[config.mk]
export PLATFORM = sky130hd
export DESIGN_NAME = obj_draw
export DESIGN_NICKNAME = d
export VERILOG_FILES = /design/src/hdl/obj_pkg.sv /design/src/hdl/obj_draw.sv
export SDC_FILE = /design/constraint.sdc
export NUM_CORES = 1
export LEC_CHECK = 0
export BUFFER_PORTS_ARGS = -buffer_cell sky130_fd_sc_hd__buf_2
export CORE_UTILIZATION = 56
export CTS_CLUSTER_SIZE = 8
export DETAILED_ROUTE_END_ITERATION = 8
export PLACE_DENSITY = 0.85
export SYNTH_ARGS = -nofsm -noshare
export SYNTH_HDL_FRONTEND = slang
export SYNTH_SLANG_ARGS = --single-unit
[constraint.sdc]
create_clock -name clk -period 3.7 [get_ports clk]
set_clock_uncertainty 0.15 [all_clocks]
set_input_delay 0.555 -clock clk [delete_from_list [all_inputs] [get_ports clk]]
set_output_delay 0.555 -clock clk [all_outputs]
set_load 0.01 [all_outputs]
[src/hdl/obj_pkg.sv]
// object layer package: sizes, widths and object table field positions

package obj_pkg;

    // object table
    localparam int obj_num  = 16;
    localparam int obj_aw   = 4;
    localparam int entry_w  = 32;

    // sprite geometry
    localparam int obj_size = 16;
    localparam int pos_w    = 8;   // x, y and line numbers
    localparam int row_w    = 4;   // row inside one sprite
    localparam int h_offset = 6;

    // graphics ROM, word address is {code, row, half}
    localparam int code_w   = 9;
    localparam int rom_aw   = 14;
    localparam int rom_dw   = 32;

    // colour path
    localparam int pxl_w    = 4;
    localparam int pal_aw   = 8;   // {palette number, pixel}
    localparam int buf_aw   = 8;

    // object table word layout, top bit down
    localparam int vflip_bit = 31;
    localparam int hflip_bit = 30;
    localparam int pal_lsb   = 26;
    localparam int code_lsb  = 17;
    // bit 16 is spare
    localparam int x_lsb     = 8;
    localparam int y_lsb     = 0;

endpackage

[src/hdl/obj_draw.sv]
// object drawer: fetches two ROM words per sprite row and shifts pixels into the line buffer
`timescale 1ns/1ns

module obj_draw (
    input  logic                          clk,
    input  logic                          rst,
    input  logic                          draw,
    input  logic [obj_pkg::pos_w-1:0]     xpos,
    input  logic [obj_pkg::row_w-1:0]     ysub,
    input  logic [obj_pkg::pxl_w-1:0]     pal,
    input  logic                          hflip,
    input  logic                          vflip,
    input  logic [obj_pkg::code_w-1:0]    code,
    input  logic [obj_pkg::rom_dw-1:0]    rom_data,
    input  logic                          rom_ok,
    output logic                          busy,
    output logic                          rom_cs,
    output logic [obj_pkg::rom_aw-1:0]    rom_addr,
    output logic [obj_pkg::pal_aw-1:0]    pal_addr,
    output logic                          buf_we,
    output logic [obj_pkg::buf_aw-1:0]    buf_addr
);
    import obj_pkg::*;

    logic [rom_dw-1:0] pxl_data;   // packed nibbles, lowest goes out first
    logic [2:0]        cnt;
    logic              hflip_r;
    logic [pxl_w-1:0]  pal_r;
    logic              accept;
    logic              fetched;

    assign accept   = draw && !busy;
    assign fetched  = rom_cs && rom_ok;
    assign pal_addr = {pal_r, pxl_data[pxl_w-1:0]};

    always_ff @(posedge clk, posedge rst) begin
        if (rst) begin
            busy     <= 1'b0;
            rom_cs   <= 1'b0;
            rom_addr <= '0;
            buf_we   <= 1'b0;
            cnt      <= '0;
        end else begin
            if (accept) begin
                busy     <= 1'b1;
                rom_cs   <= 1'b1;
                rom_addr <= {code, ysub ^ {row_w{vflip}}, 1'b0};  // half 0 first
            end else if (rom_cs) begin
                if (rom_ok) begin
                    rom_cs <= 1'b0;
                    buf_we <= 1'b1;  // eight writes follow
                    cnt    <= 3'd7;
                end
            end else if (buf_we) begin
                cnt <= cnt - 3'd1;
                if (cnt == 3'd0) begin
                    buf_we <= 1'b0;
                    if (rom_addr[0]) begin
                        busy <= 1'b0;  // both halves done
                    end else begin
                        rom_addr[0] <= 1'b1;
                        rom_cs      <= 1'b1;
                    end
                end
            end
        end
    end

    always_ff @(posedge clk) begin
        if (accept) begin
            hflip_r  <= hflip;
            pal_r    <= pal;
            // mirrored sprites start at the right edge and walk left
            buf_addr <= xpos + buf_aw'(h_offset)
                      + (hflip ? buf_aw'(obj_size - 1) : buf_aw'(0));
        end
        if (fetched) begin
            pxl_data <= rom_data;
        end else if (buf_we) begin
            pxl_data <= pxl_data >> pxl_w;
            buf_addr <= hflip_r ? buf_addr - 1'b1 : buf_addr + 1'b1;
        end
    end

endmodule

==> load_flow_metrics.sql <==
INSERT INTO impl_metrics (metric_group, metric, value, unit) VALUES
('status', 'status', 'finished, final reports clean', ''),
('cts', 'cts-htree-levels', '3', ''),
('layout', 'final_net_count', '460', ''),
('setup_path', 'timing.critical_path.arrival', '2.49', 'ns'),
('timing', 'worstMarginPinSlew', '0.899', 'ns'),
('global_route', 'first_global_vias', '2226', ''),
('yosys', 'syn-cell-area', '3250', 'sq um'),
('setup_path', 'cp_launch_type', 'primary input', ''),
('timing', 'layout_min_cycle_time', '2.40', 'ns'),
('setup_path', 'critPathMostFrequentCell', 'sky130_fd_sc_hd__inv_1', ''),
('route', 'routed-via-count', '2361', ''),
('run', 'max_cap_viol_count', '0', ''),
('timing', 'max_clock_freq', '0.417', 'GHz'),
('yosys', 'ys_types', '46', ''),
('global_route', 'use_met2', '0.332', ''),
('cts', 'tritoncts', 'done', ''),
('setup_path', 'dominant_delay_contributor_by_cell_family_on_the_critical_path', 'adder cells', ''),
('global_route', 'globalRoute.totalOverflow', '0', ''),
('timing', 'totalNegativeSetupSlack', '0', 'ns'),
('pwr', 'irDropWorstVdd', '0.352', 'mV'),
('cts', 'max-clock-path-buffers', '2', ''),
('timing', 'finalHoldViolCount', '0', ''),
('die', 'floorplan.io_pins', '96', ''),
('yosys', 'synthFlopType', 'sky130_fd_sc_hd__edfxtp_1', ''),
('setup_path', 'worstPathRequired', '3.79', 'ns'),
('setup_path', 'worstPathMaxFanout', '4', ''),
('timing', 'rsz0062_at_grt', 'false', ''),
('setup_path', 'cp.buffers_inverters', '4', ''),
('cts', 'ctsResizeCount', '0', ''),
('yosys', 'synthesis.yosys.warnings', '0', ''),
('global_route', 'met1_usage', '0.257', ''),
('layout', 'layout_common_cells', 'sky130_fd_sc_hd__buf_2 (95), sky130_fd_sc_hd__nand2_1 (41), sky130_fd_sc_hd__edfxtp_1 (37)', ''),
('yosys', 'synthesis.area_per_instance', '11.3', 'sq um'),
('layout', 'leading_cell_type_in_the_layout_fill_and_taps_excluded', 'sky130_fd_sc_hd__buf_2', ''),
('layout', 'num_antenna_cells', '0', ''),
('route', 'vias_per_cell', '5.18', ''),
('setup_path', 'path_cells', 'buf_2, inv_1, ha_1, inv_1, ha_1, inv_1, fa_1, nor2b_1, nor3_1, nor3_1, and3b_1, a311oi_1', ''),
('place', 'gp_congestion', '0.842', ''),
('yosys', 'mappedNetlistNets', '367', ''),
('route', 'dr.pass1.iters', '4', ''),
('timing', 'setup_viol', '0', ''),
('layout', 'layout.core_utilization', '0.716', ''),
('cts', 'insertion_delay', '0.33', 'ns'),
('place', 'detailedPlacementHpwl', '4480', 'um'),
('die', 'fp.dieH', '78.1', 'um'),
('global_route', 'grt_antenna_before_repair', '1', ''),
('route', 'routed_wire_per_std_cell', '13.2', 'um'),
('setup_path', 'timing.critical_path.slowest_stage_cell', 'sky130_fd_sc_hd__fa_1', ''),
('layout', 'drive_gt1_frac', '0.362', ''),
('pwr', 'switching_share', '0.281', ''),
('route', 'drt_iter0_markers', '79', ''),
('pwr', 'power.switching', '581', 'uW'),
('pwr', 'cell_internal_pwr', '1490', 'uW'),
('layout', 'layout.cells.non_filler', '456', ''),
('yosys', 'ffs_latches_synth', '65', ''),
('pwr', 'total_power_after_layout', '2070', 'uW'),
('cts', 'post-cts-setup-buffer-count', '0', ''),
('global_route', 'top_usage_layer', 'met2', ''),
('setup_path', 'criticalPathCategory', 'primary input to register', ''),
('pwr', 'share_of_power_burned_in_the_clock_network', '0.309', ''),
('global_route', 'grtUsageTotal', '0.210', ''),
('route', 'wl_final', '6040', 'um'),
('pwr', 'power.share.sequential', '0.441', ''),
('cts', 'path_clk_slew', '0.07', 'ns'),
('die', 'overall_die_width', '78.1', 'um'),
('timing', 'final-max-slew-violation-count', '0', ''),
('pwr', 'powerDensity', '522', 'nW/um^2'),
('die', 'core-area', '5540', 'sq um'),
('layout', 'growth_of_design_area_from_synthesis_to_finish', '22.2', '%'),
('pwr', 'leakagePower', '0.00182', 'uW'),
('route', 'drcViolationCount', '0', '');
-- kinds of logic (layout without fill, tap and decap cells) --
logic type / after synthesis / count (layout) / share of synthesized area
multiplexers: 29 / 29 / 0.100
flip-flops: 65 / 65 / 0.546
AND/OR/NAND/NOR: 73 / 73 / 0.101
buffers and inverters: 37 / 135 / 0.0490
XOR/XNOR: 9 / 9 / 0.0243
AO/OA/AOI/OAI: 55 / 55 / 0.106
adder cells (fa/ha/maj): 18 / 18 / 0.0740
-- stage by stage --
stage / instance area (sq um) / setup slack [ns]
after floorplan: 3250 / 1.27
after global placement: 3750 / 1.06
after detailed placement: 3750 / 0.980
after CTS: 3970 / 1.31
after global routing: 3970 / 1.15
final: 3970 / 1.30
-- worst reg2reg max path: stages (launching register included) --
cell and delay (ns):
sky130_fd_sc_hd__edfxtp_1 0.53, sky130_fd_sc_hd__ha_1 0.44, sky130_fd_sc_hd__nand3_1 0.16, sky130_fd_sc_hd__a211oi_1 0.28
sky130_fd_sc_hd__o21ai_0 0.16, sky130_fd_sc_hd__a311oi_1 0.29, sky130_fd_sc_hd__a311oi_1 0.07
-- flip-flops by register name (all words and copies together) (netlist names) --
signal    count
cnt           3
pal_r         4
rom_cs        1
pxl_data     32
hflip_r       1
rom_addr     14
buf_addr      8
buf_we        1
busy          1
-- Yosys cell counts (all sizes together), types with 2 or more instances --
cell	n	area, sq um
buf	9	52.6
inv	20	75.1
a21oi	20	111
nor3	3	15.0
clkbuf	7	27.5
o21ai	14	70.1
nand3	2	10.0
nor2b	2	12.5
a31oi	3	18.8
ha	16	200
fa	2	40.0
a211oi	4	30.0
xnor2	7	61.3
nand3b	2	15.0
o21a	2	15.0
nand2	41	154
edfxtp	37	1110
mux2	28	315
nor2	12	45.0
o22a	2	17.5
xor2	2	17.5
dfrtp	20	500
a311oi	2	17.5
dfxtp	8	160
and3	5	31.3
-- final timing paths --
path	start	end	depth (start not counted)	slack [ns]
max	hflip	buf_addr[7]	12	1.30
min	rst	cnt[1]	2	0.19
max reg2reg	hflip_r	buf_addr[7]	6	1.46
min reg2reg	rom_addr[6]	rom_addr[6]	2	0.32
max in group asynchronous	rst	rom_addr[8]	2	2.75
min in group clk	pal[1]	pal_r[1]	1	0.25
-- power groups by stage --
stage	Combinational (uW)	Sequential, uW	Clock [uW]
global placement	504	928	0
global route	582	927	684
finish	516	914	641
floorplan	320	952	0
detailed placement	516	928	0
CTS	521	915	651
-- area by class of cell --
class | count | area, sq um
flip-flops and latches | 65 | 1770
fillers | 409 | 1570
multi-input cells | 184 | 1320
repair buffers | 98 | 498
clock buffers | 12 | 145
well taps | 72 | 90.1
inverters | 21 | 78.8
clock inverters | 4 | 67.6
-- routing by layer --
layer | vias up | part of all wire
met4 | 0 | 0.013
met3 | 9 | 0.085
met2 | 82 | 0.48
met5 | - | 0
met1 | 1077 | 0.43
li1 | 1193 | -
(Power assumes the default switching activity.)
