`config.mk`:
```
export PLATFORM = sky130hd
export DESIGN_NAME = obj_palette
export DESIGN_NICKNAME = d
export VERILOG_FILES = /design/src/hdl/obj_pkg.sv /design/src/hdl/obj_palette.sv
export SDC_FILE = /design/constraint.sdc
export NUM_CORES = 1
export LEC_CHECK = 0
export BUFFER_PORTS_ARGS = -buffer_cell sky130_fd_sc_hd__buf_2
export CORE_UTILIZATION = 30
export CTS_CLUSTER_SIZE = 24
export DETAILED_ROUTE_END_ITERATION = 12
export PLACE_DENSITY_LB_ADDON = 0.15
export SKIP_CTS_REPAIR_TIMING = 1
export SYNTH_ARGS = -nofsm -noshare
export SYNTH_HDL_FRONTEND = slang
export SYNTH_SLANG_ARGS = --single-unit
```
`constraint.sdc`:
```
create_clock -name clk -period 4.3 [get_ports clk]
set_input_delay 1.075 -clock clk [delete_from_list [all_inputs] [get_ports clk]]
set_output_delay 1.075 -clock clk [all_outputs]
set_load 0.05 [all_outputs]
```
`src/hdl/obj_pkg.sv`:
```
// object layer package: sizes, widths and object table field positions

package obj_pkg;

    // object table
    localparam int obj_num  = 16;
    localparam int obj_aw   = 4;
    localparam int entry_w  = 32;

    // sprite geometry
    localparam int obj_size = 16;
    localparam int pos_w    = 8;   // x, y and line numbers
    localparam int row_w    = 4;   // row inside one sprite
    localparam int h_offset = 6;

    // graphics ROM, word address is {code, row, half}
    localparam int code_w   = 9;
    localparam int rom_aw   = 14;
    localparam int rom_dw   = 32;

    // colour path
    localparam int pxl_w    = 4;
    localparam int pal_aw   = 8;   // {palette number, pixel}
    localparam int buf_aw   = 8;

    // object table word layout, top bit down
    localparam int vflip_bit = 31;
    localparam int hflip_bit = 30;
    localparam int pal_lsb   = 26;
    localparam int code_lsb  = 17;
    // bit 16 is spare
    localparam int x_lsb     = 8;
    localparam int y_lsb     = 0;

endpackage

```
`src/hdl/obj_palette.sv`:
```
// sprite palette PROM, 256 by 4, written from the CPU port and read combinationally
`timescale 1ns/1ns

module obj_palette (
    input  logic                          clk,
    input  logic                          prog_en,
    input  logic [obj_pkg::pal_aw-1:0]    prog_addr,
    input  logic [obj_pkg::pxl_w-1:0]     prog_data,
    input  logic [obj_pkg::pal_aw-1:0]    rd_addr,
    output logic [obj_pkg::pxl_w-1:0]     rd_data
);
    import obj_pkg::*;

    logic [pxl_w-1:0] mem [2**pal_aw];

    // all colours transparent until programmed
    initial begin
        for (int i = 0; i < 2**pal_aw; i++) begin
            mem[i] = '0;
        end
    end

    always_ff @(posedge clk) begin
        if (prog_en) begin
            mem[prog_addr] <= prog_data;
        end
    end

    assign rd_data = mem[rd_addr];  // lines up with the drawer's write

endmodule

```
==> results of run 1 <==
[per-layer routing]
metal	share of wire	vias up
met5	0.00012	-
met4	0.018	2
met3	0.052	141
met2	0.47	480
met1	0.46	11200
li1	-	8913
[cells in the mapped netlist]
cell type  instances  area share
inv_1              1    0.000092
and2_1             2     0.00031
clkbuf_1          68      0.0063
or3_1              2     0.00031
a2bb2oi_1          1     0.00022
nand4_1           15      0.0023
nand2_1           55      0.0051
buf_2             20      0.0025
or3b_2             1     0.00022
mux2i_1           65       0.016
o21ai_0           16      0.0020
inv_2              1    0.000092
nor3_1             7     0.00086
nor4_1             5     0.00077
nand3b_1           1     0.00018
a21oi_1           13      0.0016
nand3_1           39      0.0048
mux4_2           250        0.14
or4_1              1     0.00018
nor3b_1            1     0.00018
a22oi_1           32      0.0059
buf_6             19      0.0053
o21bai_1           2     0.00037
a211oi_1           7      0.0013
mux2_2             6      0.0017
a2111oi_0          7      0.0015
or2_2              2     0.00031
o22ai_1           10      0.0015
nor2_1           275       0.025
a221oi_1           8      0.0017
o221ai_1           8      0.0017
and4_1             2     0.00043
and2_0             1     0.00015
buf_1             10     0.00092
nor2b_1           26      0.0040
a21boi_0           2     0.00037
buf_4             11      0.0020
o211ai_1          13      0.0024
edfxtp_1        1024        0.76
a31oi_1            6     0.00092
nand2b_1          12      0.0018
[layout by cell type, fill, tap and decap left out, types with 6 or more instances in the layout]
| cell type | netlist | routed |
|---|---|---|
| a211oi_1 | 7 | 6 |
| a21oi_1 | 13 | 13 |
| a221oi_1 | 8 | 7 |
| a22oi_1 | 32 | 30 |
| a31oi_1 | 6 | 6 |
| buf_12 | 0 | 40 |
| buf_2 | 20 | 13 |
| buf_4 | 11 | 198 |
| buf_6 | 19 | 9 |
| bufinv_16 | 0 | 22 |
| clkbuf_1 | 68 | 12 |
| clkbuf_16 | 0 | 120 |
| clkinv_1 | 0 | 18 |
| clkinv_2 | 0 | 21 |
| clkinvlp_4 | 0 | 9 |
| edfxtp_1 | 1024 | 1024 |
| mux2i_1 | 65 | 63 |
| mux4_2 | 250 | 250 |
| nand2_1 | 55 | 47 |
| nand2_2 | 0 | 7 |
| nand2b_1 | 12 | 12 |
| nand3_1 | 39 | 38 |
| nand4_1 | 15 | 15 |
| nor2_1 | 275 | 275 |
| nor2b_1 | 26 | 25 |
| o211ai_1 | 13 | 13 |
| o21ai_0 | 16 | 14 |
| o22ai_1 | 10 | 10 |
[path summary, 6_finish.rpt]
check | slack [ns] | end
max | -0.39 | rd_data[2]
min | 1.0 | mem[244][1]
[power by group through the flow]
stage | sequential (W) | clock, W | combinational [W]
2_1_floorplan | 0.0112 | 0 | 0.000594
3_3_place_gp | 0.0112 | 0 | 0.00129
3_5_place_dp | 0.0112 | 0 | 0.00130
4_1_cts | 0.0110 | 0.0103 | 0.00130
5_1_grt | 0.0110 | 0.0106 | 0.00143
6_report | 0.0110 | 0.0101 | 0.00135
[metrics by stage]
stage | util | power (W)
after global routing | 0.366 | 0.0231
after detailed placement | 0.333 | 0.0125
after CTS | 0.362 | 0.0226
final | 0.366 | 0.0225
after floorplan | - | 0.0118
after global placement | 0.333 | 0.0125
[cell type report]
class                      count  area, sq um  area share
clock inverter                76          972      0.0198
inverter                       2         7.51    0.000153
clock buffer                 126         2900      0.0591
tap                         1768         2210      0.0451
multi-input combinational    893         9340       0.191
sequential                  1024        30700       0.627
timing repair buffer         279         2820      0.0576
[cells by family after synthesis]
logic type / Yosys count
simple gates: 447
mux: 321
buf+inv: 130
compound gates: 125
flops: 1024
==> impl_metrics.env, run 1 <==
export IMPL_status="finished with violations"
export IMPL_violations="DRC, setup timing"
export IMPL_layout_nets=2332
export IMPL_rows=134
export IMPL_synth_compound_area_frac=0.0216
export IMPL_ys_types=41
export IMPL_drc=2
export IMPL_dr_pass1_iters=9
export IMPL_crit_type="primary input to output port"
export IMPL_fin_crit_sh=1.09
export IMPL_cp_end_kind="output port"
export IMPL_cp_startpoint="rd_addr[0]"
export IMPL_tritoncts="done"
export IMPL_clkSlewWorstSetupHoldPaths_ns=0.06
export IMPL_routed_wirelength_mm=112
export IMPL_met1_usage=0.230
export IMPL_final_max_slew_viol_count=0
export IMPL_ys_seq_area_frac=0.757
export IMPL_drtIter0Drc=1963
export IMPL_antennaDiodeCount=0
export IMPL_final_area_sq_um=49000
export IMPL_vias_per_cell=4.97
export IMPL_drv_cap=0
export IMPL_cts_inserted_buffers=110
export IMPL_synth_area_mux_share=0.156
export IMPL_rsz0062_at_grt="true"
export IMPL_cts_sinks=1024
export IMPL_synthAdderAreaFrac=0
export IMPL_grt_max_degree=115
export IMPL_cp_depth=13
export IMPL_htreeDepth=3
export IMPL_syn_area_per_cell_sq_um=19.8
export IMPL_grt_pass1_wl_mm=160
export IMPL_cp_max_fo=7
export IMPL_internal_power_w=0.0177
export IMPL_vdd_drop_max_uv=260
export IMPL_start_util=0.303
export IMPL_place_gp_congestion=0.784
export IMPL_die_w_um=370
export IMPL_synthXorXnorAreaFrac=0
export IMPL_clockPowerShare=0.450
export IMPL_hold_worst_slack_ns=0.998
export IMPL_cpPeakStageDelay_ns=0.57
export IMPL_cts_max_path_buffers=3
export IMPL_crit_arrival_ns=3.61
export IMPL_dpl_cell_count=3937
export IMPL_die_area_sq_um=137000
export IMPL_pwr_share_comb=0.060
export IMPL_tns_ns=-1.31
export IMPL_largestRegisters="mem x1024"
export IMPL_cp_start_kind="primary input"
export IMPL_path_cells="buf_16 > buf_12 > buf_12 > buf_8 > buf_6 > mux4_2 > mux4_2 > nand2_1 > o211ai_1 > o211ai_1 > o211ai_1 > buf_4 > buf_12"
export IMPL_grt_util_met2=0.261
export IMPL_grt_pass1_vias=21800
export IMPL_relSlewSlack=0.402
export IMPL_area_growth_pct=20.7
export IMPL_ys_ff_latch=1024
export IMPL_fp_dieH_um=370
export IMPL_synthSimpleGateAreaFrac=0.0474
export IMPL_synth_area_sq_um=40600
export IMPL_drt_antenna_violating_nets=0
export IMPL_worstMarginPinSlew_ns=0.897
export IMPL_fmax_mhz=213
export IMPL_ios=26
export IMPL_worst_slack_ns=-0.386
export IMPL_grt_busiest_layer="met2"
export IMPL_crit_buf_inv=7
export IMPL_ys_warn_count=0
export IMPL_antenna_found_initial=5
export IMPL_hold_viol=0
export IMPL_power_per_cell_area_nw_per_um2=458
export IMPL_core_area_sq_um=134000
export IMPL_largest_reg_flops=1024
export IMPL_power_share_sequential=0.490
export IMPL_worstHoldStart="prog_data[1]"
export IMPL_dp_slack_ns=-0.631
export IMPL_syn_inst=2047
export IMPL_cp_top_family="multiplexers"
export IMPL_min_period_ns=4.69
export IMPL_top_register="mem"
export IMPL_vias=20700
export IMPL_swShare=0.212
export IMPL_fillCellCount=12400
export IMPL_total_leakage_power_nw=15.4
export IMPL_cp_slowest_cell="mux4_2"
export IMPL_worstPathRequired_ns=3.22
export IMPL_dpl_instance_area_sq_um=44500
export IMPL_gr_usage_met3=0.0278
export IMPL_finalNonFillerCells=4168
export IMPL_synth_top_family_by_area="multiplexers"
export IMPL_grt_overflow_total=0
export IMPL_wire_per_inst_um=27.0
export IMPL_hpwl_mm=71.7
export IMPL_switchingPower_w=0.00476
export IMPL_drive_above_1_share=0.309
export IMPL_hold_depth=1
export IMPL_syn_num_nets=2069
export IMPL_io_buffers=25
export IMPL_hold_path_class="primary input to flip-flop"
export IMPL_grt_use_total=0.163
export IMPL_setup_viol=4
export IMPL_clockRootBuffer="clkbuf_16"
No activity file was read; power rests on OpenSTA's default activity.
==> run 2, diff against run 1 <==
--- a/config.mk
+++ b/config.mk
@@ -6,6 +6,7 @@
 export NUM_CORES = 1
 export LEC_CHECK = 0
 export BUFFER_PORTS_ARGS = -buffer_cell sky130_fd_sc_hd__buf_2
+export CORE_MARGIN = 5
 export CORE_UTILIZATION = 30
 export CTS_CLUSTER_SIZE = 24
 export DETAILED_ROUTE_END_ITERATION = 12
==> impl_metrics.env, run 2 (synthesis results as in run 1) <==
export IMPL_io_buffers=25
export IMPL_layout_commonest_cell="edfxtp_1"
export IMPL_worstHoldStart="prog_data[1]"
export IMPL_fp_dieH_um=378
export IMPL_rows=135
export IMPL_crit_type="primary input to output port"
export IMPL_final_area_sq_um=48100
export IMPL_grt_overflow_total=0
export IMPL_die_area_sq_um=143000
export IMPL_cp_end_kind="output port"
export IMPL_largestRegisters="mem x1024"
export IMPL_regArea_sq_um=30700
export IMPL_dp_slack_ns=-0.778
export IMPL_worstMarginPinSlew_ns=1.10
export IMPL_multi_input_comb_area_sq_um=9280
export IMPL_clockRootBuffer="clkbuf_16"
export IMPL_cp_max_fo=15
export IMPL_met1_usage=0.209
export IMPL_vias=20400
export IMPL_hpwl_mm=74.6
export IMPL_grt_use_total=0.157
export IMPL_violations="setup timing"
export IMPL_drive_above_1_share=0.292
export IMPL_vdd_drop_max_uv=303
export IMPL_cts_sinks=1024
export IMPL_wire_per_inst_um=27.2
export IMPL_vias_per_cell=4.92
export IMPL_hold_depth=1
export IMPL_drt_antenna_violating_nets=0
export IMPL_fmax_mhz=212
export IMPL_area_growth_pct=18.5
export IMPL_htreeDepth=3
export IMPL_fin_crit_sh=1.10
export IMPL_place_gp_congestion=0.805
export IMPL_routed_wirelength_mm=113
export IMPL_min_period_ns=4.72
export IMPL_tns_ns=-1.38
export IMPL_hold_end="mem[234][1]"
export IMPL_dr_pass1_iters=5
export IMPL_largest_reg_flops=1024
export IMPL_setup_viol=4
export IMPL_relSlewSlack=0.262
export IMPL_finalPower_w=0.0211
export IMPL_gr_usage_met3=0.0341
export IMPL_cts_max_path_buffers=3
export IMPL_grt_pass1_wl_mm=161
export IMPL_core_area_sq_um=135000
export IMPL_cts_inserted_buffers=107
export IMPL_top_register="mem"
export IMPL_drtIter0Drc=1558
export IMPL_antenna_found_initial=1
export IMPL_layout_nets=2303
export IMPL_drc=0
export IMPL_hold_path_class="primary input to flip-flop"
export IMPL_drv_cap=0
export IMPL_final_max_slew_viol_count=0
export IMPL_rsz0062_at_grt="true"
export IMPL_layout_common_cells="1024 x edfxtp_1, 275 x nor2_1, 250 x mux4_2"
export IMPL_status="finished with violations"
export IMPL_die_w_um=378
export IMPL_clkSlewWorstSetupHoldPaths_ns=0.06
export IMPL_worstPathRequired_ns=3.22
export IMPL_power_per_cell_area_nw_per_um2=439
export IMPL_worst_slack_ns=-0.415
export IMPL_fillCellCount=12400
export IMPL_start_util=0.301
export IMPL_total_leakage_power_nw=14.9
export IMPL_grt_pass1_vias=22100
export IMPL_tritoncts="done"
export IMPL_dpl_instance_area_sq_um=44400
export IMPL_grt_max_degree=131
export IMPL_ios=26
export IMPL_finalNonFillerCells=4150
export IMPL_dpl_cell_count=3941
export IMPL_hold_viol=0
export IMPL_grt_util_met2=0.263
export IMPL_cp_start_kind="primary input"
export IMPL_grt_busiest_layer="met2"
export IMPL_crit_arrival_ns=3.64
-- run 2: cell count changes in the layout (fill, tap and decap cells not counted), sizes merged --
cell      before  now
buf          268  246
clkinvlp       9    8
inv            3    4
bufinv        22    5
clkinv        44   52
diode          0    2
clkbuf       137  135
-- run 2: how the worst max path moves through the flow --
stage                          start          to  slack, ns  cells after the start
after floorplan           rd_addr[1]  rd_data[2]      0.007                      9
after global placement    rd_addr[0]  rd_data[1]      -0.83                      9
after detailed placement  rd_addr[0]  rd_data[1]      -0.78                      9
after CTS                 rd_addr[0]  rd_data[1]      -0.78                      9
after global routing      rd_addr[0]  rd_data[1]      -0.49                     11
final                     rd_addr[0]  rd_data[3]      -0.42                     12
-- run 2: through the flow --
step | hold slack (ns) | utilization
2_1_floorplan | 1.17 | -
3_3_place_gp | 1.74 | 0.329
3_5_place_dp | 1.75 | 0.329
4_1_cts | 0.992 | 0.354
5_1_grt | 1.03 | 0.356
6_report | 1.01 | 0.356
-- run 2: power by group --
part	switching, W	total [W]	internal, W
clock network	0.00381	0.00879	0.00499
registers	0.00000500	0.0110	0.0110
logic	0.000775	0.00131	0.000536
total	0.00459	0.0211	0.0165
-- run 2: worst max-delay path, stage by stage --
cell	delay (ns)
buf_16	0.14
buf_12	0.20
buf_12	0.16
mux4_2	0.52
o22ai_2	0.21
nor3_1	0.08
buf_4	0.17
nor4_2	0.26
buf_4	0.17
o211ai_1	0.22
buf_4	0.24
buf_12	0.14
-- run 2: per-layer routing --
layer  share of wire  wire (um)
met3           0.063       7060
met5               0          0
met4           0.023       2540
met1            0.43      48600
met2            0.48      54600
-- run 2: final cells by class --
| class | instances | area share |
|---|---|---|
| Multi-Input combinational cell | 893 | 0.193 |
| Inverter | 2 | 0.000156 |
| Timing Repair Buffer | 253 | 0.0526 |
| Antenna cell | 2 | 0.000104 |
| Tap cell | 1781 | 0.0463 |
| Clock inverter | 67 | 0.00978 |
| Sequential cell | 1024 | 0.639 |
| Clock buffer | 128 | 0.0591 |
==> run 3, diff against run 2 <==
--- a/config.mk
+++ b/config.mk
@@ -6,10 +6,12 @@
 export NUM_CORES = 1
 export LEC_CHECK = 0
 export BUFFER_PORTS_ARGS = -buffer_cell sky130_fd_sc_hd__buf_2
+export CORE_ASPECT_RATIO = 0.7
 export CORE_MARGIN = 5
 export CORE_UTILIZATION = 30
 export CTS_CLUSTER_SIZE = 24
 export DETAILED_ROUTE_END_ITERATION = 12
+export GPL_TIMING_DRIVEN = 0
 export PLACE_DENSITY_LB_ADDON = 0.15
 export SKIP_CTS_REPAIR_TIMING = 1
 export SYNTH_ARGS = -nofsm -noshare
==> impl_metrics.env, run 3 (synthesis results as in run 1) <==
export IMPL_area_growth_pct=18.2
export IMPL_cts_max_path_buffers=3
export IMPL_met1_usage=0.277
export IMPL_die_w_um=450
export IMPL_place_gp_congestion=0.842
export IMPL_tns_ns=-2.45
export IMPL_worstHoldStart="prog_data[3]"
export IMPL_crit_top_cell="buf_12"
export IMPL_fmax_mhz=201
export IMPL_start_util=0.303
export IMPL_total_leakage_power_nw=14.6
export IMPL_tritoncts="done"
export IMPL_crit_buf_inv=6
export IMPL_crit_arrival_ns=3.91
export IMPL_cpPeakStageDelay_ns=0.54
export IMPL_crit_type="primary input to output port"
export IMPL_largestRegisters="mem x1024"
export IMPL_finish_utilization=0.358
export IMPL_core_area_sq_um=134000
export IMPL_grt_pass1_wl_mm=177
export IMPL_ios=26
export IMPL_final_max_slew_viol_count=0
export IMPL_violations="setup timing"
export IMPL_grt_use_total=0.177
export IMPL_largest_reg_flops=1024
export IMPL_status="finished with violations"
export IMPL_fillCellCount=12300
export IMPL_drv_cap=0
export IMPL_grt_util_met2=0.247
export IMPL_drtIter0Drc=2803
export IMPL_io_buffers=15
export IMPL_clkSlewWorstSetupHoldPaths_ns=0.06
export IMPL_cp_slowest_cell="mux4_2"
export IMPL_cp_top_family="buffers and inverters"
export IMPL_htreeDepth=3
export IMPL_layout_commonest_cell="edfxtp_1"
export IMPL_drc=0
export IMPL_path_cells="buf_12 > buf_12 > buf_16 > clkbuf_16 > buf_12 > mux4_2 > o22ai_1 > a21oi_1 > o211ai_1 > o211ai_1 > buf_4"
export IMPL_hold_viol=0
export IMPL_grt_max_degree=153
export IMPL_power_per_cell_area_nw_per_um2=448
export IMPL_drt_antenna_violating_nets=0
export IMPL_vias=21500
export IMPL_grt_pass1_vias=21300
export IMPL_worst_slack_ns=-0.681
export IMPL_cp_max_fo=10
export IMPL_hold_path_class="primary input to flip-flop"
export IMPL_rsz0062_at_grt="true"
export IMPL_fin_crit_sh=1.16
export IMPL_hold_depth=1
export IMPL_setup_viol=4
export IMPL_cp_end_kind="output port"
export IMPL_die_area_sq_um=143000
export IMPL_dr_pass1_iters=6
export IMPL_relSlewSlack=0.304
export IMPL_routed_wirelength_mm=129
export IMPL_layout_nets=2244
export IMPL_hold_end="mem[211][3]"
export IMPL_layout_common_cells="1024 x edfxtp_1, 272 x nor2_1, 250 x mux4_2"
export IMPL_fp_dieH_um=318
export IMPL_min_period_ns=4.98
export IMPL_vdd_drop_max_uv=393
export IMPL_clockRootBuffer="clkbuf_16"
export IMPL_top_register="mem"
export IMPL_gr_usage_met3=0.0434
export IMPL_wire_per_inst_um=31.8
export IMPL_grt_overflow_total=0
export IMPL_hpwl_mm=87.6
export IMPL_drive_above_1_share=0.267
export IMPL_cts_sinks=1024
export IMPL_cts_inserted_buffers=99
export IMPL_worstMarginPinSlew_ns=1.04
export IMPL_cp_startpoint="rd_addr[0]"
export IMPL_rows=112
export IMPL_worstPathRequired_ns=3.22
export IMPL_antenna_found_initial=18
export IMPL_cp_start_kind="primary input"
export IMPL_grt_busiest_layer="met1"
export IMPL_vias_per_cell=5.26
[run 3: per-layer routing]
| metal | part of all wire | up-vias |
|---|---|---|
| met5 | 0.000093 | - |
| met2 | 0.41 | 985 |
| li1 | - | 8736 |
| met1 | 0.46 | 11600 |
| met3 | 0.096 | 174 |
| met4 | 0.025 | 2 |
[run 3: stage by stage]
stage          std cells  cell area [sq um]  hold WS, ns  power (W)  worst slack [ns]
3_5_place_dp        3836              43100         1.51     0.0124             -2.46
2_1_floorplan       2047              40600         1.17     0.0118           0.00729
4_1_cts             4020              46500        0.751     0.0215             -2.46
6_report            4077              48000        0.794     0.0215            -0.681
5_1_grt             4074              48000        0.769     0.0222            -0.678
3_3_place_gp        3829              42900         1.91     0.0124             -2.35
[run 3: layout make-up]
type | instances | area, sq um | area share
clock inverter | 63 | 759 | 0.0158
antenna | 5 | 12.5 | 0.000261
clock buffer | 121 | 2580 | 0.0538
buffer | 128 | 1330 | 0.0277
sequential | 1024 | 30700 | 0.641
timing repair buffer | 74 | 812 | 0.0169
tap | 1767 | 2210 | 0.0461
multi-input combinational | 893 | 9500 | 0.198
inverter | 2 | 20.0 | 0.000417
[run 3: worst max path at each step]
stage                     cells after the start         end
after floorplan                               9  rd_data[2]
after global placement                        9  rd_data[2]
after detailed placement                      9  rd_data[2]
after CTS                                     9  rd_data[2]
after global routing                          9  rd_data[2]
final                                        11  rd_data[0]
[run 3: where the power goes]
part           total (W)  internal (W)  switching, W
clock            0.00912       0.00525       0.00388
sequential        0.0110        0.0110    0.00000481
combinational    0.00138      0.000493      0.000891
total             0.0215        0.0167       0.00477
