===== src/hdl/obj_pkg.sv =====
// object layer package: sizes, widths and object table field positions

package obj_pkg;

    // object table
    localparam int obj_num  = 16;
    localparam int obj_aw   = 4;
    localparam int entry_w  = 32;

    // sprite geometry
    localparam int obj_size = 16;
    localparam int pos_w    = 8;   // x, y and line numbers
    localparam int row_w    = 4;   // row inside one sprite
    localparam int h_offset = 6;

    // graphics ROM, word address is {code, row, half}
    localparam int code_w   = 9;
    localparam int rom_aw   = 14;
    localparam int rom_dw   = 32;

    // colour path
    localparam int pxl_w    = 4;
    localparam int pal_aw   = 8;   // {palette number, pixel}
    localparam int buf_aw   = 8;

    // object table word layout, top bit down
    localparam int vflip_bit = 31;
    localparam int hflip_bit = 30;
    localparam int pal_lsb   = 26;
    localparam int code_lsb  = 17;
    // bit 16 is spare
    localparam int x_lsb     = 8;
    localparam int y_lsb     = 0;

endpackage


===== src/hdl/obj_scan.sv =====
// object scanner: holds the sprite table and hands each hit on the next line to the drawer
`timescale 1ns/1ns

module obj_scan (
    input  logic                          clk,
    input  logic                          rst,
    input  logic                          hinit,
    input  logic [obj_pkg::pos_w-1:0]     vrender,
    input  logic                          tbl_we,
    input  logic [obj_pkg::obj_aw-1:0]    tbl_addr,
    input  logic [obj_pkg::entry_w-1:0]   tbl_din,
    input  logic                          busy,
    output logic                          draw,
    output logic [obj_pkg::pos_w-1:0]     xpos,
    output logic [obj_pkg::row_w-1:0]     ysub,
    output logic [obj_pkg::pxl_w-1:0]     pal,
    output logic                          hflip,
    output logic                          vflip,
    output logic [obj_pkg::code_w-1:0]    code
);
    import obj_pkg::*;

    logic [entry_w-1:0] tbl [obj_num];
    logic [obj_aw-1:0]  idx;
    logic               active;    // still walking the table this line
    logic [entry_w-1:0] entry;
    logic [pos_w-1:0]   dy;
    logic               hit;
    logic               test;

    assign entry = tbl[idx];
    assign dy    = vrender - entry[y_lsb +: pos_w];  // wraps mod 256
    assign hit   = dy < pos_w'(obj_size);
    // one entry per clock, but only while no object is pending or drawing
    assign test  = active && !draw && !busy;

    always_ff @(posedge clk) begin
        if (tbl_we) begin
            tbl[tbl_addr] <= tbl_din;
        end
    end

    always_ff @(posedge clk, posedge rst) begin
        if (rst) begin
            active <= 1'b0;
            idx    <= '0;
            draw   <= 1'b0;
        end else if (hinit) begin
            active <= 1'b1;  // new line, start over at entry 0
            idx    <= '0;
            draw   <= 1'b0;
        end else begin
            if (draw && busy) begin
                draw <= 1'b0;  // drawer took it
            end
            if (test) begin
                if (hit) begin
                    draw <= 1'b1;
                end
                idx <= idx + 1'b1;
                if (idx == obj_aw'(obj_num - 1)) begin
                    active <= 1'b0;  // last entry tested
                end
            end
        end
    end

    // fields held steady until the next hit
    always_ff @(posedge clk) begin
        if (test && hit) begin
            xpos  <= entry[x_lsb +: pos_w];
            ysub  <= dy[row_w-1:0];
            pal   <= entry[pal_lsb +: pxl_w];
            code  <= entry[code_lsb +: code_w];
            hflip <= entry[hflip_bit];
            vflip <= entry[vflip_bit];
        end
    end

endmodule


===== config.mk =====
export PLATFORM = sky130hd
export DESIGN_NAME = obj_scan
export DESIGN_NICKNAME = d
export VERILOG_FILES = /design/src/hdl/obj_pkg.sv /design/src/hdl/obj_scan.sv
export SDC_FILE = /design/constraint.sdc
export NUM_CORES = 1
export LEC_CHECK = 0
export BUFFER_PORTS_ARGS = -buffer_cell sky130_fd_sc_hd__buf_4
export CAP_MARGIN = 20
export CORE_AREA = 4 4 171 207
export CTS_CLUSTER_DIAMETER = 80
export DETAILED_ROUTE_END_ITERATION = 12
export DIE_AREA = 0 0 175 211
export GPL_TIMING_DRIVEN = 0
export PLACE_DENSITY = 0.84
export SYNTH_ARGS = -nofsm -noshare
export SYNTH_HDL_FRONTEND = slang
export SYNTH_SLANG_ARGS = --single-unit
export TNS_END_PERCENT = 50

===== constraint.sdc =====
create_clock -name clk -period 5.1 [get_ports clk]
set_input_delay 0.765 -clock clk [delete_from_list [all_inputs] [get_ports clk]]
set_output_delay 0.765 -clock clk [all_outputs]
set_load 0.005 [all_outputs]

==> impl_results.md, run 1 <==
* Sequential share of power at 0.530
* GR Overflow Total at 0
* Die height at 211 um
* Critical path, cell by cell: buf_6 -> buf_2 -> buf_2 -> mux4_2 -> mux4_2 -> ha_1 -> fa_1 -> nor2b_1 -> o31a_1 -> o211ai_1 -> nor4b_1 -> o21ai_1 -> inv_6
* Post-Syn Nets at 878
* Relative slew margins at 0.330
* Synth top area share at 0.780
* Status: finished clean
* Clk sinks at 529
* Max Clk Rate at 207 MHz
* Pwr Density at 396 mW/mm^2
* Postcts setup bufs at 0
* Vias in the first global route at 10212
* Leak at 0.00736 uW
* Critical path's slowest cell: mux4_2
* CP Data Required Time at 5310 ps
* CTS tree: done
* Via Count at 9718
* Max-Cap Viols at 0
* CP endpoint kind: flop
* Sw Share at 0.211
* Unrepaired setup endpoints after global routing: no
* Combinational Power Share at 0.084
* Synth warnings at 0
* Final WL at between 40 and 50 mm
* Design Area, Final at 0.0234 sq mm
* NetSw at 1960 uW
* Root Buffer: clkbuf_16
* Worst min-delay path category: in2async
* WS Path Type: reg2reg
* RD Place Congestion at 0.741
* Worst-skew pair later-pin latency at 560 ps
* Final Hold Fails at 0
* Syn avg cell area at 24.6 sq um
* Die Wd at 175 um
* Asr flop ratio synth at 0.0113
* Starting Density at 0.601
* Die Area at 0.0369 sq mm
* Post-DP Area at 0.0218 sq mm
* DRC Markers at 0
* Critical Path Max Stage Delay at approximately 570 ps
* Worst vdd ir at 0.000316 V
* Drt pass-1 iters at 5
* Row cnt at 74
* Int Pwr at 7310 uW
* CTS Buf Count at 48
* Fin. max-slew vios at 0
* FILL cells at 1917
* Worst EP arrival at 5030 ps
* Synth area leaders: edfxtp_1, mux4_2, dfrtp_1, ha_1, clkbuf_1
* Cells after Synth at 820
* Top_reg_cell synth: edfxtp_1
* Clock period minus worst slack at 4830 ps
* Port Buf Inserts at 75
* Post-Route Skew at 22.7 ps
* R2R Setup Slk at 270 ps
* Antenna violations before repair at 2
* DR WL/cell at around 32 um
* Worst Setup SP: idx[0]
* Synth unique cells at 43
* Hold_ws at about 130 ps
* Period utilization at 0.946
* # H-tree levels at 2
* Clk slew on worst S/H paths at 60 ps
* #FFs+latches synth at 529
* Worst R2R Path Depth at 13
* Reg2reg end: pal[0]
* HPWL after detailed placement at 26.6 mm
* Layout Nets at just over 1000
* Worst reg2reg startpoint: idx[0]
* 1st-iter DRT viols at 1203
* Share of post-route cells with drive strength above 1 at 0.351
* Post-Syn Area at around 0.020 sq mm
* Top-count cell post-synth: edfxtp_1
* Critical path fanouts, max at 27
* Vias per Instance at between 6 and 7
* Core Box Area at 0.0335 sq mm
* Sequential share of the synthesized area at 0.787
* Area growth syn-to-layout at 16.2%
* First-pass GRT wire length at between 60 and 70 mm
* Setup TNS at 0 ps
* Actual slew at the worst max-slew pin at 1000 ps
* I/O Pins at a little under 80
* Most common library cells after synthesis: edfxtp_1, mux4_2, clkbuf_1, nor2_1, inv_1
* Placed Cells at approximately 1400
* # setup viols final at 0
* Post-synth EDFFs at around 520
* Non-Filler Instances at 1468
* Pin count of the biggest net entering global routing at 28
* CTS max path bufs at 3
* Clk network pwr share at 0.387
* Area leader, netlist: edfxtp_1
* Startpoint types: flop
* Total GRT Usage at 0.264
* Final ANT Viol Nets at 0
==> sequential cells by signal, indices dropped and copies added (netlist names) <==
name    cells
hflip       1
xpos        8
tbl       496
vflip       1
idx         4
draw        1
pal         4
active      1
ysub        4
code        9
==> final cells by class <==
| class | count | area, sq um | area share |
|---|---|---|---|
| Antenna cell | 1 | 2.50 | 0.000107 |
| Buffer | 36 | 161 | 0.00690 |
| Clock buffer | 63 | 1280 | 0.0546 |
| Clock inverter | 23 | 259 | 0.0111 |
| Inverter | 14 | 57.6 | 0.00246 |
| Multi-Input combinational cell | 241 | 4180 | 0.179 |
| Sequential cell | 529 | 15900 | 0.677 |
| Tap cell | 456 | 571 | 0.0244 |
| Timing Repair Buffer | 105 | 1040 | 0.0444 |
==> repair_timing <==
action,in CTS,in global routing
resized for setup,5,1
setup endpoints to repair,27,27
hold buffers,0,0
endpoints found under the hold margin,0,0
==> layout by cell type, fill, tap and decap left out, types with 3 or more instances in the layout <==
cell and instances:
nand2b_1 3, edfxtp_1 523, buf_4 75, clkbuf_1 31, nor2b_1 5, nor2_1 8, mux2i_1 3, xnor2_1 3
dfrtp_1 6, clkbuf_16 49, buf_6 14, mux4_2 154, nand2_1 3, nor3_2 4, inv_1 13, clkinv_1 10
ha_1 8, bufinv_16 6, clkinv_2 5, buf_12 10, clkbuf_2 4, buf_1 3, buf_2 11, a21oi_1 3
buf_8 5, nand4_1 3, nor2_4 12
==> through the flow <==
stage / worst slack, ps / utilization / total power, uW
3_5_place_dp: -709 / 0.650 / 5760
5_1_grt: 66.1 / 0.698 / 9560
3_3_place_gp: -1520 / 0.635 / 5700
6_report: 274 / 0.698 / 9280
4_1_cts: 35.5 / 0.696 / 9300
2_1_floorplan: 737 / - / 5470
==> power by group through the flow <==
stage	clock network, uW	logic (uW)	registers (uW)
floorplan	0	470	5000
global placement	0	701	5000
detailed placement	0	754	5000
CTS	3610	774	4910
global route	3810	828	4920
finish	3590	777	4910
==> per-layer routing <==
layer / GRT usage / routed length [um] / vias to the layer above
li1: - / - / 3837
met1: 0.358 / 17000 / 5179
met2: 0.438 / 24400 / 594
met3: 0.0550 / 4040 / 104
met4: 0.0916 / 1580 / 4
met5: 0 / 40 / -
==> worst max path at each step <==
| stage | depth (start not counted) | to | slack (ps) |
|---|---|---|---|
| floorplan | 13 | code[0] | 740 |
| global placement | 3 | tbl[0][28] | -1520 |
| detailed placement | 13 | xpos[6] | -710 |
| CTS | 12 | pal[0] | 40 |
| global route | 13 | pal[2] | 70 |
| finish | 13 | pal[0] | 270 |
==> worst max-delay path, delay by kind of cell, from the launching register on <==
| kind | cells | cell delay (ps) |
|---|---|---|
| muxes | 2 | 1030 |
| and+or+nand+nor | 2 | 550 |
| AOI/OAI and AO/OA | 3 | 530 |
| adders and majority gates | 2 | 680 |
| buffers and inverters | 4 | 1300 |
| DFF | 1 | 370 |
==> cells by family (layout without fill, tap and decap cells) <==
family	Yosys count	after routing	synth area share
flip-flops	529	529	0.787
multiplexers	157	157	0.174
AND/OR/NAND/NOR	51	51	0.0137
buffers and inverters	50	241	0.0104
AO/OA/AOI/OAI	19	19	0.00671
adder cells (fa/ha/maj)	9	9	0.00597
XOR/XNOR	5	5	0.00218
other	0	1	0
(Power assumes the default switching activity.)
==> run 2: changes to the inputs <==
--- a/config.mk
+++ b/config.mk
@@ -5,7 +5,7 @@
 export SDC_FILE = /design/constraint.sdc
 export NUM_CORES = 1
 export LEC_CHECK = 0
-export BUFFER_PORTS_ARGS = -buffer_cell sky130_fd_sc_hd__buf_4
+export BUFFER_PORTS_ARGS = -buffer_cell sky130_fd_sc_hd__buf_2
 export CAP_MARGIN = 20
 export CORE_AREA = 4 4 171 207
 export CTS_CLUSTER_DIAMETER = 80
==> impl_results.md, run 2 (synthesis results as in run 1) <==
* Area growth syn-to-layout at 15.4%
* RD Place Congestion at 0.741
* WS Path Type: reg2reg
* Port Buf Inserts at 75
* Die Wd at around 180 um
* FILL cells at roughly 1900
* Die height at 211 um
* Clk sinks at 529
* Setup WS post-layout at 309 ps
* HPWL after detailed placement at 26.7 mm
* CTS Buf Count at between 40 and 50
* Commonest cells after routing, fill and taps aside: edfxtp_1, mux4_2, buf_2, clkbuf_16, clkbuf_1
* Root Buffer: clkbuf_16
* Leak at 0.00731 uW
* Pwr Density at 399 mW/mm^2
* Period utilization at 0.939
* Clock period minus worst slack at 4790 ps
* Row cnt at 74
* Startpoint types: flop
* Layout Nets at 1032
* CP endpoint kind: flop
* GR Overflow Total at 0
* DR WL/cell at 32.0 um
* Critical path's slowest cell: clkbuf_2
* Worst vdd ir at 0.000251 V
* CP Data Required Time at 5320 ps
* Status: finished clean
* Via Count at a little under 10000
* Antenna violations before repair at 2
* Design Area, Final at 0.0232 sq mm
* Worst EP arrival at around 5000 ps
* Actual slew at the worst max-slew pin at 1050 ps
* Starting Density at 0.601
* Worst min-delay path category: in2async
* Clk slew on worst S/H paths at approximately 60 ps
* Post-Route Skew at 13.7 ps
* Unrepaired setup endpoints after global routing: no
* Share of post-route cells with drive strength above 1 at 0.357
* Final WL at 47.0 mm
* R2R Setup Slk at 310 ps
* Max-Cap Viols at 0
* DRC Markers at 0
* Post-DP Area at 0.0216 sq mm
* Final ANT Viol Nets at 0
* Worst-skew pair later-pin latency at 570 ps
* Leading cell type in the layout, fill and taps excluded: edfxtp_1
* Cts hold-fix bufs at 0
* Core Box Area at 0.0335 sq mm
* Worst R2R Path Depth at 13
* Final Hold Fails at 0
* Crit path max-delay family: buffers and inverters
* Setup TNS at 0 ps
* Final Power at approximately 9300 uW
* CTS max path bufs at 3
* Placed Cells at approximately 1400
* Die Area at 0.0369 sq mm
* Place WS at -687 ps
* Max reg flops at between 400 and 500
* Drt pass-1 iters at 5
* CTS tree: done
* WP buf/inv at 4
* Total GRT Usage at 0.261
* Most used cell, CP: clkbuf_2
* Vias in the first global route at 10162
* Postcts setup bufs at 0
* # setup viols final at 0
* Critical Path Max Stage Delay at 480 ps
* First-pass GRT wire length at around 69 mm
* Vias per Instance at 6.61
* # H-tree levels at 2
* Most flops, register: tbl
* Max Clk Rate at 209 MHz
* Worst reg2reg startpoint: idx[1]
* Biggest regs: tbl x496, code x9, xpos x8
* Non-Filler Instances at 1468
* Critical path fanouts, max at 27
* Relative slew margins at 0.302
* Pin count of the biggest net entering global routing at 28
* I/O Pins at 77
* Fin. max-slew vios at 0
* Critical path, cell by cell: clkbuf_2 -> clkbuf_2 -> clkbuf_2 -> mux4_2 -> mux4_2 -> ha_1 -> fa_1 -> nor2b_1 -> o31a_1 -> o211ai_1 -> nor4b_1 -> o21ai_1 -> inv_6
* 1st-iter DRT viols at 1233
* Reg2reg end: code[3]
## run 2: cell types whose count changed in the layout (fill, tap and decap cells not counted), moves of 2 or more
| cell | change |
|---|---|
| buf_2 | +73 |
| buf_4 | -74 |
| clkbuf_1 | -10 |
| clkbuf_4 | +2 |
| clkinv_1 | +3 |
| clkinv_2 | +2 |
## run 2: area by class of cell
type	count	area, sq um	share of cell area
multi-input cells	241	4180	0.180
clock buffers	54	1240	0.0536
repair buffers	104	833	0.0359
inverters	14	57.6	0.00248
well taps	456	571	0.0246
plain buffers	36	168	0.00721
flip-flops and latches	529	15900	0.682
diodes	2	5.00	0.000215
clock inverters	32	322	0.0138
## run 2: worst max path at each step
stage / endpoint / startpoint / slack [ps] / depth (start not counted)
2_1_floorplan: code[0] / idx[1] / 740 / 13
6_report: code[3] / idx[1] / 310 / 13
5_1_grt: code[3] / idx[1] / 60 / 13
3_5_place_dp: code[3] / idx[1] / -690 / 13
4_1_cts: xpos[7] / idx[0] / 80 / 12
3_3_place_gp: tbl[0][5] / tbl_addr[2] / -1640 / 3
## run 2: per-stage QoR
step | hold WS (ps) | util
2_1_floorplan | 441 | -
3_3_place_gp | 451 | 0.629
3_5_place_dp | 458 | 0.645
4_1_cts | 95.9 | 0.692
5_1_grt | 114 | 0.693
6_report | 101 | 0.693
## run 2: worst reg2reg max path: stages (launching register included)
cell      delay (ps)
dfrtp_1          370
clkbuf_2         310
clkbuf_2         380
clkbuf_2         490
mux4_2           380
mux4_2           470
ha_1             240
fa_1             430
nor2b_1          210
o31a_1           170
o211ai_1         100
nor4b_1          310
o21ai_1          230
inv_6            330
## run 2: metal layers
layer,GRT usage,part of all wire,vias to the layer above
met4,0.0751,0.026,0
met2,0.441,0.53,631
met3,0.0414,0.080,92
li1,-,-,3847
met1,0.363,0.37,5134
met5,0,0,-
## run 2: what timing repair did
item,4_1_cts,5_1_grt
resized for setup,6,3
setup endpoints to repair,27,27
pin swaps,0,0
## run 2: report_power, final
group | total (uW) | internal (uW) | switching, uW
sequential | 4910 | 4880 | 29.2
combinational | 752 | 348 | 404
clock | 3610 | 2060 | 1550
total | 9270 | 7290 | 1980
==> run 3: changes to the inputs <==
--- a/config.mk
+++ b/config.mk
@@ -13,6 +13,7 @@
 export DIE_AREA = 0 0 175 211
 export GPL_TIMING_DRIVEN = 0
 export PLACE_DENSITY = 0.84
+export REMOVE_ABC_BUFFERS = 1
 export SYNTH_ARGS = -nofsm -noshare
 export SYNTH_HDL_FRONTEND = slang
 export SYNTH_SLANG_ARGS = --single-unit
==> impl_results.md, run 3 (synthesis results as in run 1) <==
* Status: finished clean
* Commonest cells after routing, fill and taps aside: edfxtp_1, mux4_2, buf_2, clkbuf_16, clkinv_1
* CP endpoint kind: flop
* Total GRT Usage at 0.249
* Sequential cell area at 0.0159 sq mm
* Max-Cap Viols at 0
* Final ANT Viol Nets at 0
* Max Clk Rate at 212 MHz
* Pin count of the biggest net entering global routing at 66
* CTS max path bufs at 3
* Vias per Instance at between 6 and 7
* Footprint of the multi-input gates at 0.00418 sq mm
* Port Buf Inserts at 75
* Unrepaired setup endpoints after global routing: no
* Final Hold Fails at 0
* Postcts setup bufs at 0
* Drt pass-1 iters at 5
* Clk sinks at 529
* Die Area at 0.0369 sq mm
* Biggest regs: tbl x496, code x9, xpos x8
* Leak at 0.00724 uW
* Via Count at 9301
* # H-tree levels at 2
* CTS Buf Count at 48
* CP Data Required Time at between 5000 and 6000 ps
* Antenna violations before repair at 4
* Die height at 211 um
* Cts hold-fix bufs at 0
* Place WS at ~140 ps
* Clock period minus worst slack at 4710 ps
* DRC Markers at 0
* Row cnt at 74
* I/O Pins at 77
* Actual slew at the worst max-slew pin at 1000 ps
* Vias in the first global route at 9945
* Clk slew on worst S/H paths at 60 ps
* Pwr Density at 392 mW/mm^2
* 1st-iter DRT viols at 1219
* First-pass GRT wire length at 66.0 mm
* Setup WS post-layout at 386 ps
* Worst-skew pair later-pin latency at approximately 550 ps
* Worst vdd ir at 0.000283 V
* Startpoint types: flop
* Layout Nets at 1001
* DR WL/cell at 31.2 um
* Period utilization at 0.924
* Worst EP arrival at roughly 5000 ps
* # setup viols final at 0
* Leading cell type in the layout, fill and taps excluded: edfxtp_1
* RD Place Congestion at 0.695
* WS Path Type: reg2reg
* Root Buffer: clkbuf_16
* Design Area, Final at 0.0232 sq mm
* Post-DP Area at 0.0217 sq mm
* Share of post-route cells with drive strength above 1 at 0.356
* CTS tree: done
* Area growth syn-to-layout at 15.0%
* HPWL after detailed placement at between 20 and 25 mm
* Core Box Area at approximately 0.034 sq mm
* Starting Density at 0.601
* Most flops, register: tbl
* GR Overflow Total at 0
* Fin. max-slew vios at 0
* Post-Route Skew at 11.7 ps
* FILL cells at 1950
* Die Wd at 175 um
* Core Util, Final at 0.691
* Max reg flops at 496
* Critical path fanouts, max at 44
* Final WL at 44.7 mm
* Relative slew margins at 0.329
* Final Power at 9090 uW
* Worst min-delay path category: in2async
## run 3: layout make-up
class                           instances  share of cell area
Antenna cell                            2            0.000216
Clock buffer                           55              0.0539
Clock inverter                         29              0.0103
Inverter                               14             0.00238
Multi-Input combinational cell        241               0.181
Sequential cell                       529               0.685
Tap cell                              456              0.0246
Timing Repair Buffer                  109              0.0428
## run 3: report_power, final
| part | internal [uW] | total, uW | switching (uW) |
|---|---|---|---|
| Sequential | 4890 | 4930 | 45.8 |
| Clock | 1950 | 3460 | 1510 |
| Combinational | 349 | 691 | 342 |
## run 3: per-layer routing
metal / global-route usage / wire length [um] / part of all wire / up-vias
li1: - / - / - / 3778
met1: 0.335 / 15700 / 0.35 / 4889
met2: 0.426 / 23900 / 0.53 / 552
met3: 0.0467 / 3940 / 0.088 / 78
met4: 0.0756 / 1170 / 0.026 / 4
met5: 0 / 27 / 0.00060 / -
## run 3: worst paths after layout
path | slack, ps | endpoint | depth (start not counted) | startpoint
min | 120 | draw | 2 | rst
min reg2reg | 470 | active | 1 | active
max | 390 | xpos[2] | 12 | idx[0]
min in group clk | 460 | draw | 2 | hinit
max reg2reg | 390 | xpos[2] | 12 | idx[0]
max in group asynchronous | 4760 | idx[2] | 2 | rst
## run 3: per-stage QoR
stage | hold WS [ps] | setup TNS [ps] | std cells
detailed placement | 458 | 0 | 1349
global placement | 452 | -419700 | 1315
floorplan | 441 | -121190 | 784
CTS | 101 | 0 | 1433
finish | 115 | 0 | 1435
global route | 145 | 0 | 1435
## run 3: worst max-delay path, stage by stage (launching register included)
cell and delay (ps):
dfrtp_4 650, buf_16 320, buf_16 340, mux4_2 610
mux4_2 520, inv_1 80, ha_1 260, nor2b_1 170
o311ai_0 310, o211ai_1 150, nor4b_1 250, o21ai_1 190
inv_4 410
## run 3: timing repair
| action | in CTS | in global routing |
|---|---|---|
| endpoints found under the hold margin | 0 | 0 |
| setup endpoints to repair | 0 | 27 |
| resized for setup | 0 | 2 |
